[src/rtl/bus_pkg.sv]
package bus_pkg;

	// ------------------------------------------------------------
	// register bus and stream word
	// ------------------------------------------------------------
	localparam int WORD_W = 32;
	typedef logic [WORD_W-1:0] word_t;

	localparam int REG_ADDR_W = 5;
	typedef logic [REG_ADDR_W-1:0] reg_addr_t;

	// ------------------------------------------------------------
	// register map
	// ------------------------------------------------------------
	localparam reg_addr_t REG_CTRL        = 5'h00;
	localparam reg_addr_t REG_KEY_EVEN_LO = 5'h04;
	localparam reg_addr_t REG_KEY_EVEN_HI = 5'h08;
	localparam reg_addr_t REG_KEY_ODD_LO  = 5'h0C;
	localparam reg_addr_t REG_KEY_ODD_HI  = 5'h10;
	localparam reg_addr_t REG_STATUS      = 5'h14;  // read only
	localparam reg_addr_t REG_BLOCK_COUNT = 5'h18;  // read only

	localparam int CTRL_ENABLE     = 0;
	localparam int CTRL_KEY_ODD    = 1;
	localparam int CTRL_MODE       = 2;  // set selects descrambling
	localparam int CTRL_SOFT_RESET = 3;  // never stored, reads back as zero
	localparam int STAT_BUSY       = 0;

	localparam int FIFO_IN_DEPTH  = 16;
	localparam int FIFO_OUT_DEPTH = 16;

endpackage

[src/rtl/csa_pkg.sv]
package csa_pkg;

	// ------------------------------------------------------------
	// cipher block and keystream
	// ------------------------------------------------------------
	localparam int BLOCK_W = 64;

	// the first word of a pair sits in the low half
	typedef logic [BLOCK_W-1:0] block_t;

	// Galois feedback mask, applied when a one is shifted out
	localparam block_t LFSR_POLY = 64'hD800000000000000;

	localparam int LFSR_STEPS = 64;  // shifts per block

	// ------------------------------------------------------------
	// modes and sequencer states
	// ------------------------------------------------------------
	typedef enum logic
	{
		MODE_BYPASS     = 1'b0,
		MODE_DESCRAMBLE = 1'b1
	} csa_mode_t;

	typedef enum logic [1:0]
	{
		CS_IDLE  = 2'd0,
		CS_FETCH = 2'd1,
		CS_RUN   = 2'd2,
		CS_STORE = 2'd3
	} calc_state_t;

endpackage

[src/rtl/axis_in_fifo.sv]
`timescale 1ns/100ps

module axis_in_fifo
	import bus_pkg::*;
(
	input  logic  aclk,
	input  logic  core_rst_n,
	input  logic  s_tvalid,
	input  word_t s_tdata,
	input  logic  s_tlast,
	output logic  s_tready,
	input  logic  in_ren,
	output word_t in_rdata,
	output logic  in_rlast,
	output logic  in_pair_ready
);

	word_t mem_data [FIFO_IN_DEPTH];
	logic  mem_last [FIFO_IN_DEPTH];

	logic [$clog2(FIFO_IN_DEPTH)-1:0] wr_ptr;
	logic [$clog2(FIFO_IN_DEPTH)-1:0] rd_ptr;
	logic [$clog2(FIFO_IN_DEPTH):0]   count;
	logic                             push;
	logic                             pop;

	assign push = s_tvalid && s_tready;
	assign pop  = in_ren && (count != '0);  // a pop on an empty buffer is dropped

	assign s_tready      = (count != FIFO_IN_DEPTH);
	assign in_pair_ready = (count >= 2);

	// head word is presented before it is popped
	assign in_rdata = mem_data[rd_ptr];
	assign in_rlast = mem_last[rd_ptr];

	always_ff @(posedge aclk)
	begin
		if (!core_rst_n)
		begin
			wr_ptr <= '0;
			rd_ptr <= '0;
			count  <= '0;
		end
		else
		begin
			if (push)
				wr_ptr <= wr_ptr + 1'b1;  // pointers wrap with the buffer
			if (pop)
				rd_ptr <= rd_ptr + 1'b1;
			case ({push, pop})
				2'b10:   count <= count + 1'b1;
				2'b01:   count <= count - 1'b1;
				default: count <= count;
			endcase
		end
	end

	always_ff @(posedge aclk)
	begin
		if (push)
		begin
			mem_data[wr_ptr] <= s_tdata;
			mem_last[wr_ptr] <= s_tlast;
		end
	end

endmodule

[src/rtl/axis_out_fifo.sv]
`timescale 1ns/100ps

module axis_out_fifo
	import bus_pkg::*;
(
	input  logic  aclk,
	input  logic  core_rst_n,
	input  logic  out_wen,
	input  word_t out_wdata,
	input  logic  out_wlast,
	output logic  out_pair_room,
	output logic  m_tvalid,
	output word_t m_tdata,
	output logic  m_tlast,
	input  logic  m_tready
);

	word_t mem_data [FIFO_OUT_DEPTH];
	logic  mem_last [FIFO_OUT_DEPTH];

	logic [$clog2(FIFO_OUT_DEPTH)-1:0] wr_ptr;
	logic [$clog2(FIFO_OUT_DEPTH)-1:0] rd_ptr;
	logic [$clog2(FIFO_OUT_DEPTH):0]   count;
	logic                              pop;
	logic                              head_free;
	logic                              mem_rd;
	logic                              mem_wr;

	// ------------------------------------------------------------
	// head register control
	// ------------------------------------------------------------
	assign pop       = m_tvalid && m_tready;
	assign head_free = !m_tvalid || pop;  // head may take a new word at this edge

	assign mem_rd = head_free && (count != '0);
	assign mem_wr = out_wen && !(head_free && (count == '0));  // otherwise it goes straight to the head

	// the head register is a slot of its own, so the buffer count alone decides room
	assign out_pair_room = (count <= FIFO_OUT_DEPTH - 2);

	always_ff @(posedge aclk)
	begin
		if (!core_rst_n)
		begin
			wr_ptr   <= '0;
			rd_ptr   <= '0;
			count    <= '0;
			m_tvalid <= 1'b0;
		end
		else
		begin
			if (mem_wr)
				wr_ptr <= wr_ptr + 1'b1;
			if (mem_rd)
				rd_ptr <= rd_ptr + 1'b1;
			case ({mem_wr, mem_rd})
				2'b10:   count <= count + 1'b1;
				2'b01:   count <= count - 1'b1;
				default: count <= count;
			endcase
			if (head_free)
				m_tvalid <= (count != '0) || out_wen;
		end
	end

	always_ff @(posedge aclk)
	begin
		if (mem_wr)
		begin
			mem_data[wr_ptr] <= out_wdata;
			mem_last[wr_ptr] <= out_wlast;
		end
		if (mem_rd)
		begin
			m_tdata <= mem_data[rd_ptr];  // older words leave first
			m_tlast <= mem_last[rd_ptr];
		end
		else if (head_free && out_wen)
		begin
			m_tdata <= out_wdata;
			m_tlast <= out_wlast;
		end
	end

endmodule

[src/rtl/csa_calc.sv]
`timescale 1ns/100ps

module csa_calc
	import csa_pkg::*;
(
	input  logic   aclk,
	input  logic   rst_n,
	input  logic   calc_load,
	input  block_t calc_key,
	input  logic   calc_start,
	input  block_t calc_din,
	output logic   calc_done,
	output block_t calc_dout
);

	block_t     lfsr;
	block_t     din_q;
	logic       busy;
	logic [5:0] step_cnt;

	// one Galois shift to the right
	function automatic block_t lfsr_step(input block_t s);
		block_t n;
		n = {1'b0, s[BLOCK_W-1:1]};
		if (s[0])
			n = n ^ LFSR_POLY;
		return n;
	endfunction

	always_ff @(posedge aclk)
	begin
		if (!rst_n)
		begin
			lfsr      <= '0;
			busy      <= 1'b0;
			step_cnt  <= '0;
			calc_done <= 1'b0;
		end
		else
		begin
			calc_done <= 1'b0;
			if (calc_load)
				lfsr <= calc_key;
			else if (calc_start)
			begin
				lfsr     <= lfsr_step(lfsr);  // the start cycle already does the first shift
				busy     <= 1'b1;
				step_cnt <= 6'd1;
			end
			else if (busy)
			begin
				lfsr     <= lfsr_step(lfsr);
				step_cnt <= step_cnt + 1'b1;
				if (step_cnt == 6'(LFSR_STEPS - 1))
				begin
					busy      <= 1'b0;
					calc_done <= 1'b1;
				end
			end
		end
	end

	always_ff @(posedge aclk)
	begin
		if (calc_start)
			din_q <= calc_din;
		if (busy && step_cnt == 6'(LFSR_STEPS - 1))
			calc_dout <= din_q ^ lfsr_step(lfsr);  // xor with the state after the last shift
	end

endmodule

[src/rtl/csa_ram.sv]
`timescale 1ns/100ps

module csa_ram
	import bus_pkg::*, csa_pkg::*;
(
	input  logic      aclk,
	input  logic      rst_n,
	input  logic      reg_wen,
	input  reg_addr_t reg_waddr,
	input  word_t     reg_wdata,
	input  logic      reg_ren,
	input  reg_addr_t reg_raddr,
	output word_t     reg_rdata,
	output logic      core_rst_n,
	input  logic      in_pair_ready,
	output logic      in_ren,
	input  word_t     in_rdata,
	input  logic      in_rlast,
	input  logic      out_pair_room,
	output logic      out_wen,
	output word_t     out_wdata,
	output logic      out_wlast
);

	logic        ctrl_enable;
	logic        ctrl_key_odd;
	csa_mode_t   ctrl_mode;
	word_t       key_even_lo;
	word_t       key_even_hi;
	word_t       key_odd_lo;
	word_t       key_odd_hi;
	word_t       block_count;
	logic        soft_rst;
	word_t       rd_mux;

	calc_state_t state;
	csa_mode_t   blk_mode;
	logic        pkt_start;
	logic        fetch_sel;
	logic        store_sel;
	block_t      blk;
	logic        blk_last;

	logic        calc_load;
	block_t      calc_key;
	logic        calc_start;
	logic        calc_done;
	block_t      calc_dout;

	// ------------------------------------------------------------
	// register file
	// ------------------------------------------------------------
	always_ff @(posedge aclk)
	begin
		if (!rst_n)
		begin
			ctrl_enable  <= 1'b0;
			ctrl_key_odd <= 1'b0;
			ctrl_mode    <= MODE_BYPASS;
			key_even_lo  <= '0;
			key_even_hi  <= '0;
			key_odd_lo   <= '0;
			key_odd_hi   <= '0;
			soft_rst     <= 1'b0;
		end
		else
		begin
			soft_rst <= 1'b0;
			if (reg_wen)
			begin
				case (reg_waddr)
					REG_CTRL:
					begin
						ctrl_enable  <= reg_wdata[CTRL_ENABLE];
						ctrl_key_odd <= reg_wdata[CTRL_KEY_ODD];
						ctrl_mode    <= csa_mode_t'(reg_wdata[CTRL_MODE]);
						soft_rst     <= reg_wdata[CTRL_SOFT_RESET];
					end
					REG_KEY_EVEN_LO: key_even_lo <= reg_wdata;
					REG_KEY_EVEN_HI: key_even_hi <= reg_wdata;
					REG_KEY_ODD_LO:  key_odd_lo  <= reg_wdata;
					REG_KEY_ODD_HI:  key_odd_hi  <= reg_wdata;
					default: ;  // status, count and holes take no writes
				endcase
			end
		end
	end

	assign core_rst_n = rst_n && !soft_rst;  // FIFOs and sequencer restart on either

	always_comb
	begin
		rd_mux = '0;
		case (reg_raddr)
			REG_CTRL:
			begin
				rd_mux[CTRL_ENABLE]  = ctrl_enable;
				rd_mux[CTRL_KEY_ODD] = ctrl_key_odd;
				rd_mux[CTRL_MODE]    = ctrl_mode;
			end
			REG_KEY_EVEN_LO: rd_mux = key_even_lo;
			REG_KEY_EVEN_HI: rd_mux = key_even_hi;
			REG_KEY_ODD_LO:  rd_mux = key_odd_lo;
			REG_KEY_ODD_HI:  rd_mux = key_odd_hi;
			REG_STATUS:      rd_mux[STAT_BUSY] = (state != CS_IDLE);
			REG_BLOCK_COUNT: rd_mux = block_count;
			default:         rd_mux = '0;
		endcase
	end

	always_ff @(posedge aclk)
	begin
		if (!rst_n)
			reg_rdata <= '0;
		else if (reg_ren)
			reg_rdata <= rd_mux;  // held until the next read
	end

	// ------------------------------------------------------------
	// block sequencer
	// ------------------------------------------------------------
	assign in_ren    = (state == CS_FETCH);  // one pop in each of the two fetch cycles
	assign calc_key  = ctrl_key_odd ? {key_odd_hi, key_odd_lo} : {key_even_hi, key_even_lo};
	assign calc_load = (state == CS_FETCH) && !fetch_sel && pkt_start
		&& (blk_mode == MODE_DESCRAMBLE);

	always_ff @(posedge aclk)
	begin
		if (!core_rst_n)
		begin
			state       <= CS_IDLE;
			blk_mode    <= MODE_BYPASS;
			pkt_start   <= 1'b1;
			fetch_sel   <= 1'b0;
			store_sel   <= 1'b0;
			calc_start  <= 1'b0;
			out_wen     <= 1'b0;
			block_count <= '0;
		end
		else
		begin
			calc_start <= 1'b0;
			out_wen    <= 1'b0;
			case (state)
				CS_IDLE:
				begin
					if (ctrl_enable && in_pair_ready)
					begin
						state    <= CS_FETCH;
						blk_mode <= ctrl_mode;  // mode stays fixed for the whole block
					end
				end
				CS_FETCH:
				begin
					fetch_sel <= !fetch_sel;
					if (fetch_sel)
					begin
						pkt_start <= in_rlast;  // the block after a tlast starts a new packet
						if (blk_mode == MODE_DESCRAMBLE)
						begin
							calc_start <= 1'b1;
							state      <= CS_RUN;
						end
						else
							state <= CS_STORE;
					end
				end
				CS_RUN:
				begin
					if (calc_done)
						state <= CS_STORE;
				end
				CS_STORE:
				begin
					if (store_sel)
					begin
						out_wen     <= 1'b1;
						store_sel   <= 1'b0;
						state       <= CS_IDLE;
						block_count <= block_count + 1'b1;
					end
					else if (out_pair_room)
					begin
						out_wen   <= 1'b1;
						store_sel <= 1'b1;
					end
				end
				default: state <= CS_IDLE;
			endcase
		end
	end

	always_ff @(posedge aclk)
	begin
		if (state == CS_FETCH)
		begin
			if (fetch_sel)
			begin
				blk[BLOCK_W-1:WORD_W] <= in_rdata;
				blk_last              <= in_rlast;
			end
			else
				blk[WORD_W-1:0] <= in_rdata;
		end
		if (state == CS_RUN && calc_done)
			blk <= calc_dout;
		if (state == CS_STORE)
		begin
			out_wdata <= store_sel ? blk[BLOCK_W-1:WORD_W] : blk[WORD_W-1:0];
			out_wlast <= store_sel && blk_last;  // tlast only ever rides on the second word
		end
	end

	csa_calc csa_calc_inst
	(
		.aclk       (aclk),
		.rst_n      (core_rst_n),
		.calc_load  (calc_load),
		.calc_key   (calc_key),
		.calc_start (calc_start),
		.calc_din   (blk),
		.calc_done  (calc_done),
		.calc_dout  (calc_dout)
	);

endmodule

[src/rtl/csa_wrap.sv]
`timescale 1ns/100ps

module csa_wrap
	import bus_pkg::*;
(
	input  logic      aclk,
	input  logic      rst_n,
	input  logic      reg_wen,
	input  reg_addr_t reg_waddr,
	input  word_t     reg_wdata,
	input  logic      reg_ren,
	input  reg_addr_t reg_raddr,
	output word_t     reg_rdata,
	input  logic      s_tvalid,
	input  word_t     s_tdata,
	input  logic      s_tlast,
	output logic      s_tready,
	output logic      m_tvalid,
	output word_t     m_tdata,
	output logic      m_tlast,
	input  logic      m_tready
);

	logic  core_rst_n;
	logic  in_pair_ready;
	logic  in_ren;
	word_t in_rdata;
	logic  in_rlast;
	logic  out_pair_room;
	logic  out_wen;
	word_t out_wdata;
	logic  out_wlast;

	axis_in_fifo axis_in_fifo_inst
	(
		.aclk          (aclk),
		.core_rst_n    (core_rst_n),
		.s_tvalid      (s_tvalid),
		.s_tdata       (s_tdata),
		.s_tlast       (s_tlast),
		.s_tready      (s_tready),
		.in_ren        (in_ren),
		.in_rdata      (in_rdata),
		.in_rlast      (in_rlast),
		.in_pair_ready (in_pair_ready)
	);

	csa_ram csa_ram_inst
	(
		.aclk          (aclk),
		.rst_n         (rst_n),
		.reg_wen       (reg_wen),
		.reg_waddr     (reg_waddr),
		.reg_wdata     (reg_wdata),
		.reg_ren       (reg_ren),
		.reg_raddr     (reg_raddr),
		.reg_rdata     (reg_rdata),
		.core_rst_n    (core_rst_n),
		.in_pair_ready (in_pair_ready),
		.in_ren        (in_ren),
		.in_rdata      (in_rdata),
		.in_rlast      (in_rlast),
		.out_pair_room (out_pair_room),
		.out_wen       (out_wen),
		.out_wdata     (out_wdata),
		.out_wlast     (out_wlast)
	);

	axis_out_fifo axis_out_fifo_inst
	(
		.aclk          (aclk),
		.core_rst_n    (core_rst_n),
		.out_wen       (out_wen),
		.out_wdata     (out_wdata),
		.out_wlast     (out_wlast),
		.out_pair_room (out_pair_room),
		.m_tvalid      (m_tvalid),
		.m_tdata       (m_tdata),
		.m_tlast       (m_tlast),
		.m_tready      (m_tready)
	);

endmodule

[config.mk]
export PLATFORM = sky130hd
export DESIGN_NAME = csa_wrap
export DESIGN_NICKNAME = d
export VERILOG_FILES = /design/src/rtl/bus_pkg.sv /design/src/rtl/csa_pkg.sv /design/src/rtl/axis_in_fifo.sv /design/src/rtl/axis_out_fifo.sv /design/src/rtl/csa_calc.sv /design/src/rtl/csa_ram.sv /design/src/rtl/csa_wrap.sv
export SDC_FILE = /design/constraint.sdc
export NUM_CORES = 2
export LEC_CHECK = 0
export BUFFER_PORTS_ARGS = -buffer_cell sky130_fd_sc_hd__buf_2
export CORE_MARGIN = 2
export CORE_UTILIZATION = 40
export CTS_CLUSTER_SIZE = 40
export DETAILED_ROUTE_END_ITERATION = 12
export PLACE_DENSITY = 0.59
export SLEW_MARGIN = 20
export SYNTH_ARGS = -nofsm -noshare
export SYNTH_HDL_FRONTEND = slang
export SYNTH_SLANG_ARGS = --single-unit
[constraint.sdc]
create_clock -name aclk -period 10.1 [get_ports aclk]
set_input_delay 0.505 -clock aclk [delete_from_list [all_inputs] [get_ports aclk]]
set_output_delay 0.505 -clock aclk [all_outputs]
set_load 0.05 [all_outputs]
==> reports/qor.log <==
qor: yosys.synth-compound-area-share 8.119%
qor: yosys.synthArstFlopShare 0%
qor: critical_path.critical_path.startpoint_type register
qor: detailed_routing.route.vias.total 35,430
qor: sta.layout_worst_path_cycle_share 36.26%
qor: detailed_routing.routed.top_layer met5
qor: critical_path.crit_path_cell_trace buf_4 -> buf_4 -> mux4_2 -> mux2i_1 -> o22ai_1 -> a21o_1
qor: critical_path.crit_required 10.66 ns
qor: yosys.netlist_area 64,310 um2
qor: yosys.yosys_warnings 0
qor: critical_path.ff2ff_setup_slack 6.44 ns
qor: clock_tree.tritoncts.num_buffers 167
qor: yosys.post_synth_num_cell_types 64
qor: floorplan.core-area 160,200 um2
qor: detailed_routing.ant_nets 0
qor: yosys.sequential_element_share_of_the_synthesized_area 71.08%
qor: global_routing.grt_pass1_vias 35,020
qor: clock_tree.clock_tree.htree_level_count 4
qor: power_and_ir_drop.internal-power 10,960 uW
qor: clock_tree.cts-root-to-sink-buffers 3
qor: sta.time_the_final_worst_path_needs_with_i_o_delays_and_setup 3.663 ns
qor: sta.tns 0 ns
qor: clock_tree.tritoncts built
qor: clock_tree.cts_root_buffer clkbuf_16
qor: sta.worst_hold_margin 0.07939 ns
qor: sta.rsz0062_at_grt no
qor: yosys.ys_top_cells_by_count edfxtp_1 (1,315), nand2_1 (411), dfxtp_1 (311)
qor: floorplan.die_x 405.0 um
qor: layout.layout-drive-gt1-share 18.87%
qor: critical_path.critical_path.endpoint_type register
qor: power_and_ir_drop.report.power.total 14,020 uW
qor: clock_tree.post-cts-setup-buffer-count 0
qor: detailed_routing.initialDrtViolationCount 3,359
qor: clock_tree.cts_hold_repair.buffers 32
qor: clock_tree.clkTransAtPathRegs 0.06 ns
qor: clock_tree.clock_insertion_delay_worst_skew 0.81 ns
qor: global_routing.antenna_found_initial 22
qor: power_and_ir_drop.powerDensity 191.8 nW/um2
qor: critical_path.cpPeakStageDelay 0.84 ns
qor: detailed_routing.detail_route.first_pass.iterations 6
qor: yosys.synth-xor-area-share 1.580%
qor: yosys.synth-adder-area-share 0.4786%
qor: detailed_routing.routed_wirelength 161,500 um
qor: sta.maxClockFrequency 273.0 MHz
qor: floorplan.floorplan.rows 147
qor: yosys.synth_simple_gate_area_share 5.486%
qor: sta.max_slew.worst_pin.slew 1.171 ns
qor: place.dp_hpwl 90,670 um
qor: global_routing.groute.usage.overall 19.64%
qor: yosys.synthDominantAreaCellType edfxtp_1
qor: power_and_ir_drop.pwr-share-seq 52.5%
qor: min_path.worstHoldPathType primary input to register
qor: detailed_routing.drt_drc_violations_left 0
qor: yosys.yosys_register_bits 1,626
qor: floorplan.fp.dieH 405.0 um
qor: clock_tree.cts-resized-gates 0
qor: power_and_ir_drop.clock_power_share 43.1%
qor: global_routing.grt_overflow 0
qor: sta.setup-violations-final 0
qor: yosys.syn_nets 4,137
qor: sta.final_number_of_max_transition_violations 0
qor: critical_path.cp.arrival 4.22 ns
qor: power_and_ir_drop.p_comb_share 4.4%
qor: power_and_ir_drop.power.leakage 0.02307 uW
qor: detailed_routing.wl_per_cell 24.87 um
qor: floorplan.ioPinCount 148
qor: yosys.number_of_synthesized_flops_with_an_enable_pin 1,315
qor: layout.final.fill_count 13,740
qor: power_and_ir_drop.ir_drop 172.0 uV
qor: yosys.syn-instance-count 4,032
qor: yosys.synth_top_area_cells edfxtp_1 (61%), dfxtp_1 (9.7%), mux4_2 (7.1%), nand2_1 (2.4%), mux2i_1 (2.3%)
qor: place.gp_routability_congestion 0.7678
qor: detailed_routing.routed_via_density 5.459
qor: place.portBuffers 147
qor: floorplan.floorplan.initialDensity 40.14%
qor: detailed_routing.dr_wl_met2 81,100 um
qor: detailed_routing.wl_met3 8751 um
qor: clock_tree.tritoncts_num_sinks 1,626
qor: critical_path.critPathMostFrequentCell buf_4
qor: critical_path.worstSetupPathType register to register
qor: yosys.postSynth.topFlopCell edfxtp_1
qor: sta.final.setup_skew 0.05261 ns
qor: sta.timing.max_slew.rel_slack 21.89%
qor: yosys.synth_top_family_by_area multiplexers
qor: global_routing.grt_max_degree 104
qor: detailed_routing.met1_length 67,630 um
qor: yosys.synth_mux_area_share 11.18%
qor: outcome.outcome finished, final reports clean
qor: layout.area_growth 13.70%
qor: floorplan.die_area 164,000 um2
qor: power_and_ir_drop.swShare 21.84%
qor: layout.finish.net_count 4,291
qor: power_and_ir_drop.switchingPower 3062 uW
qor: yosys.yosysTopAreaCellShare 61.40%
qor: flow_run.timing.max_cap.violations 0
qor: critical_path.slowest_stage buf_4
qor: global_routing.wire_length_of_the_first_global_routing_pass 237,500 um
qor: critical_path.peak_fanout_along_the_critical_path 49
qor: yosys.syn_area_per_cell 15.95 um2
qor: yosys.synthMostInstantiatedCell edfxtp_1
qor: sta.timing.final.hold_violations 0
## layer usage
metal  GRT usage, %  up-vias
li1               -    15950
met1          26.07    18230
met2          33.41      993
met3          3.040      237
met4          5.597       20
met5              0        -
## final cells by class
cell class                 count  area [um2]  share of cell area (%)
sequential                  1626       45750                   62.57
multi-input combinational   2119       17590                   24.05
clock buffer                 214        4467                   6.109
tap                         2160        2703                   3.696
timing repair buffer         251        1603                   2.192
clock inverter                93       915.9                   1.253
inverter                      21       78.83                  0.1078
antenna                        7       17.52                 0.02396
## kinds of logic (layout without fill, tap and decap cells)
logic type | after synthesis | after routing
flops | 1626 | 1626
compound gates | 735 | 735
xor+xnor | 116 | 116
buf+inv | 287 | 579
mux | 448 | 448
other cells | 0 | 7
fa+ha+maj | 24 | 24
simple gates | 796 | 796
## sequential cells by signal, indices dropped and copies added, names as in the netlist, 32 cells and up, named ones only
signal,flops
csa_ram_inst.key_even_hi,32
axis_in_fifo_inst.mem_data,512
axis_out_fifo_inst.mem_data,512
csa_ram_inst.key_even_lo,32
csa_ram_inst.blk,64
csa_ram_inst.csa_calc_inst.din_q,64
csa_ram_inst.block_count,32
axis_out_fifo_inst.m_tdata,32
csa_ram_inst.key_odd_lo,32
csa_ram_inst.csa_calc_inst.calc_dout,64
csa_ram_inst.reg_rdata,32
csa_ram_inst.key_odd_hi,32
csa_ram_inst.out_wdata,32
csa_ram_inst.csa_calc_inst.lfsr,64
## metrics by stage
step,util [%],instance area (um2),instances,setup WS [ns]
after detailed placement,42.07,67390,6145,6.301
after global placement,42.07,67390,6145,6.319
after floorplan,-,64310,4032,6.022
final,45.64,73120,6491,6.437
after global routing,45.63,73100,6485,6.036
after CTS,45.63,73090,6484,6.341
## worst paths after layout
| path | from | endpoint | cells past startpoint |
|---|---|---|---|
| worst max-delay path | register | csa_ram_inst.blk[49] | 6 |
| worst min-delay path | reg_waddr[0] | csa_ram_inst.ctrl_key_odd | 4 |
| worst max register to register | register | csa_ram_inst.blk[49] | 6 |
| worst min register to register | csa_ram_inst.blk[35] | csa_ram_inst.csa_calc_inst.din_q[35] | 0 |
## layout by cell type, fill, tap and decap left out, drive strengths merged, types with 27 or more instances in the layout
master       Yosys  routed
a2111oi         34      34
a211oi         101     101
a21boi         132     132
a21o            66      66
a21oi           95      95
a222oi          30      30
a22o            30      30
a22oi           30      30
a311oi          62      62
buf            111     219
clkbuf         155     214
clkinv           0      72
dfxtp          311     311
dlygate4sd3      0      32
edfxtp        1315    1315
inv             21      29
mux2            94      94
mux2i          148     148
mux4           206     206
nand2          411     411
nand3           27      27
nor2           167     167
nor2b          105     105
o21ai          106     106
o22ai           33      33
xor2            99      99
## critical path: cells and delay by family, from the launching register on
| kind | cells | cell delay [ns] |
|---|---|---|
| buffers and inverters | 2 | 1.46 |
| muxes | 2 | 0.74 |
| DFF | 1 | 0.74 |
| AOI/OAI and AO/OA | 2 | 0.45 |
## power by group through the flow
stage	combinational (uW)	sequential, uW	clock [uW]
2_1_floorplan	397	7490	0
3_3_place_gp	609	7500	0
3_5_place_dp	616	7500	0
4_1_cts	628	7360	6150
5_1_grt	673	7360	6420
6_report	623	7360	6040
Note: power is estimated with default switching activity, not from simulation.
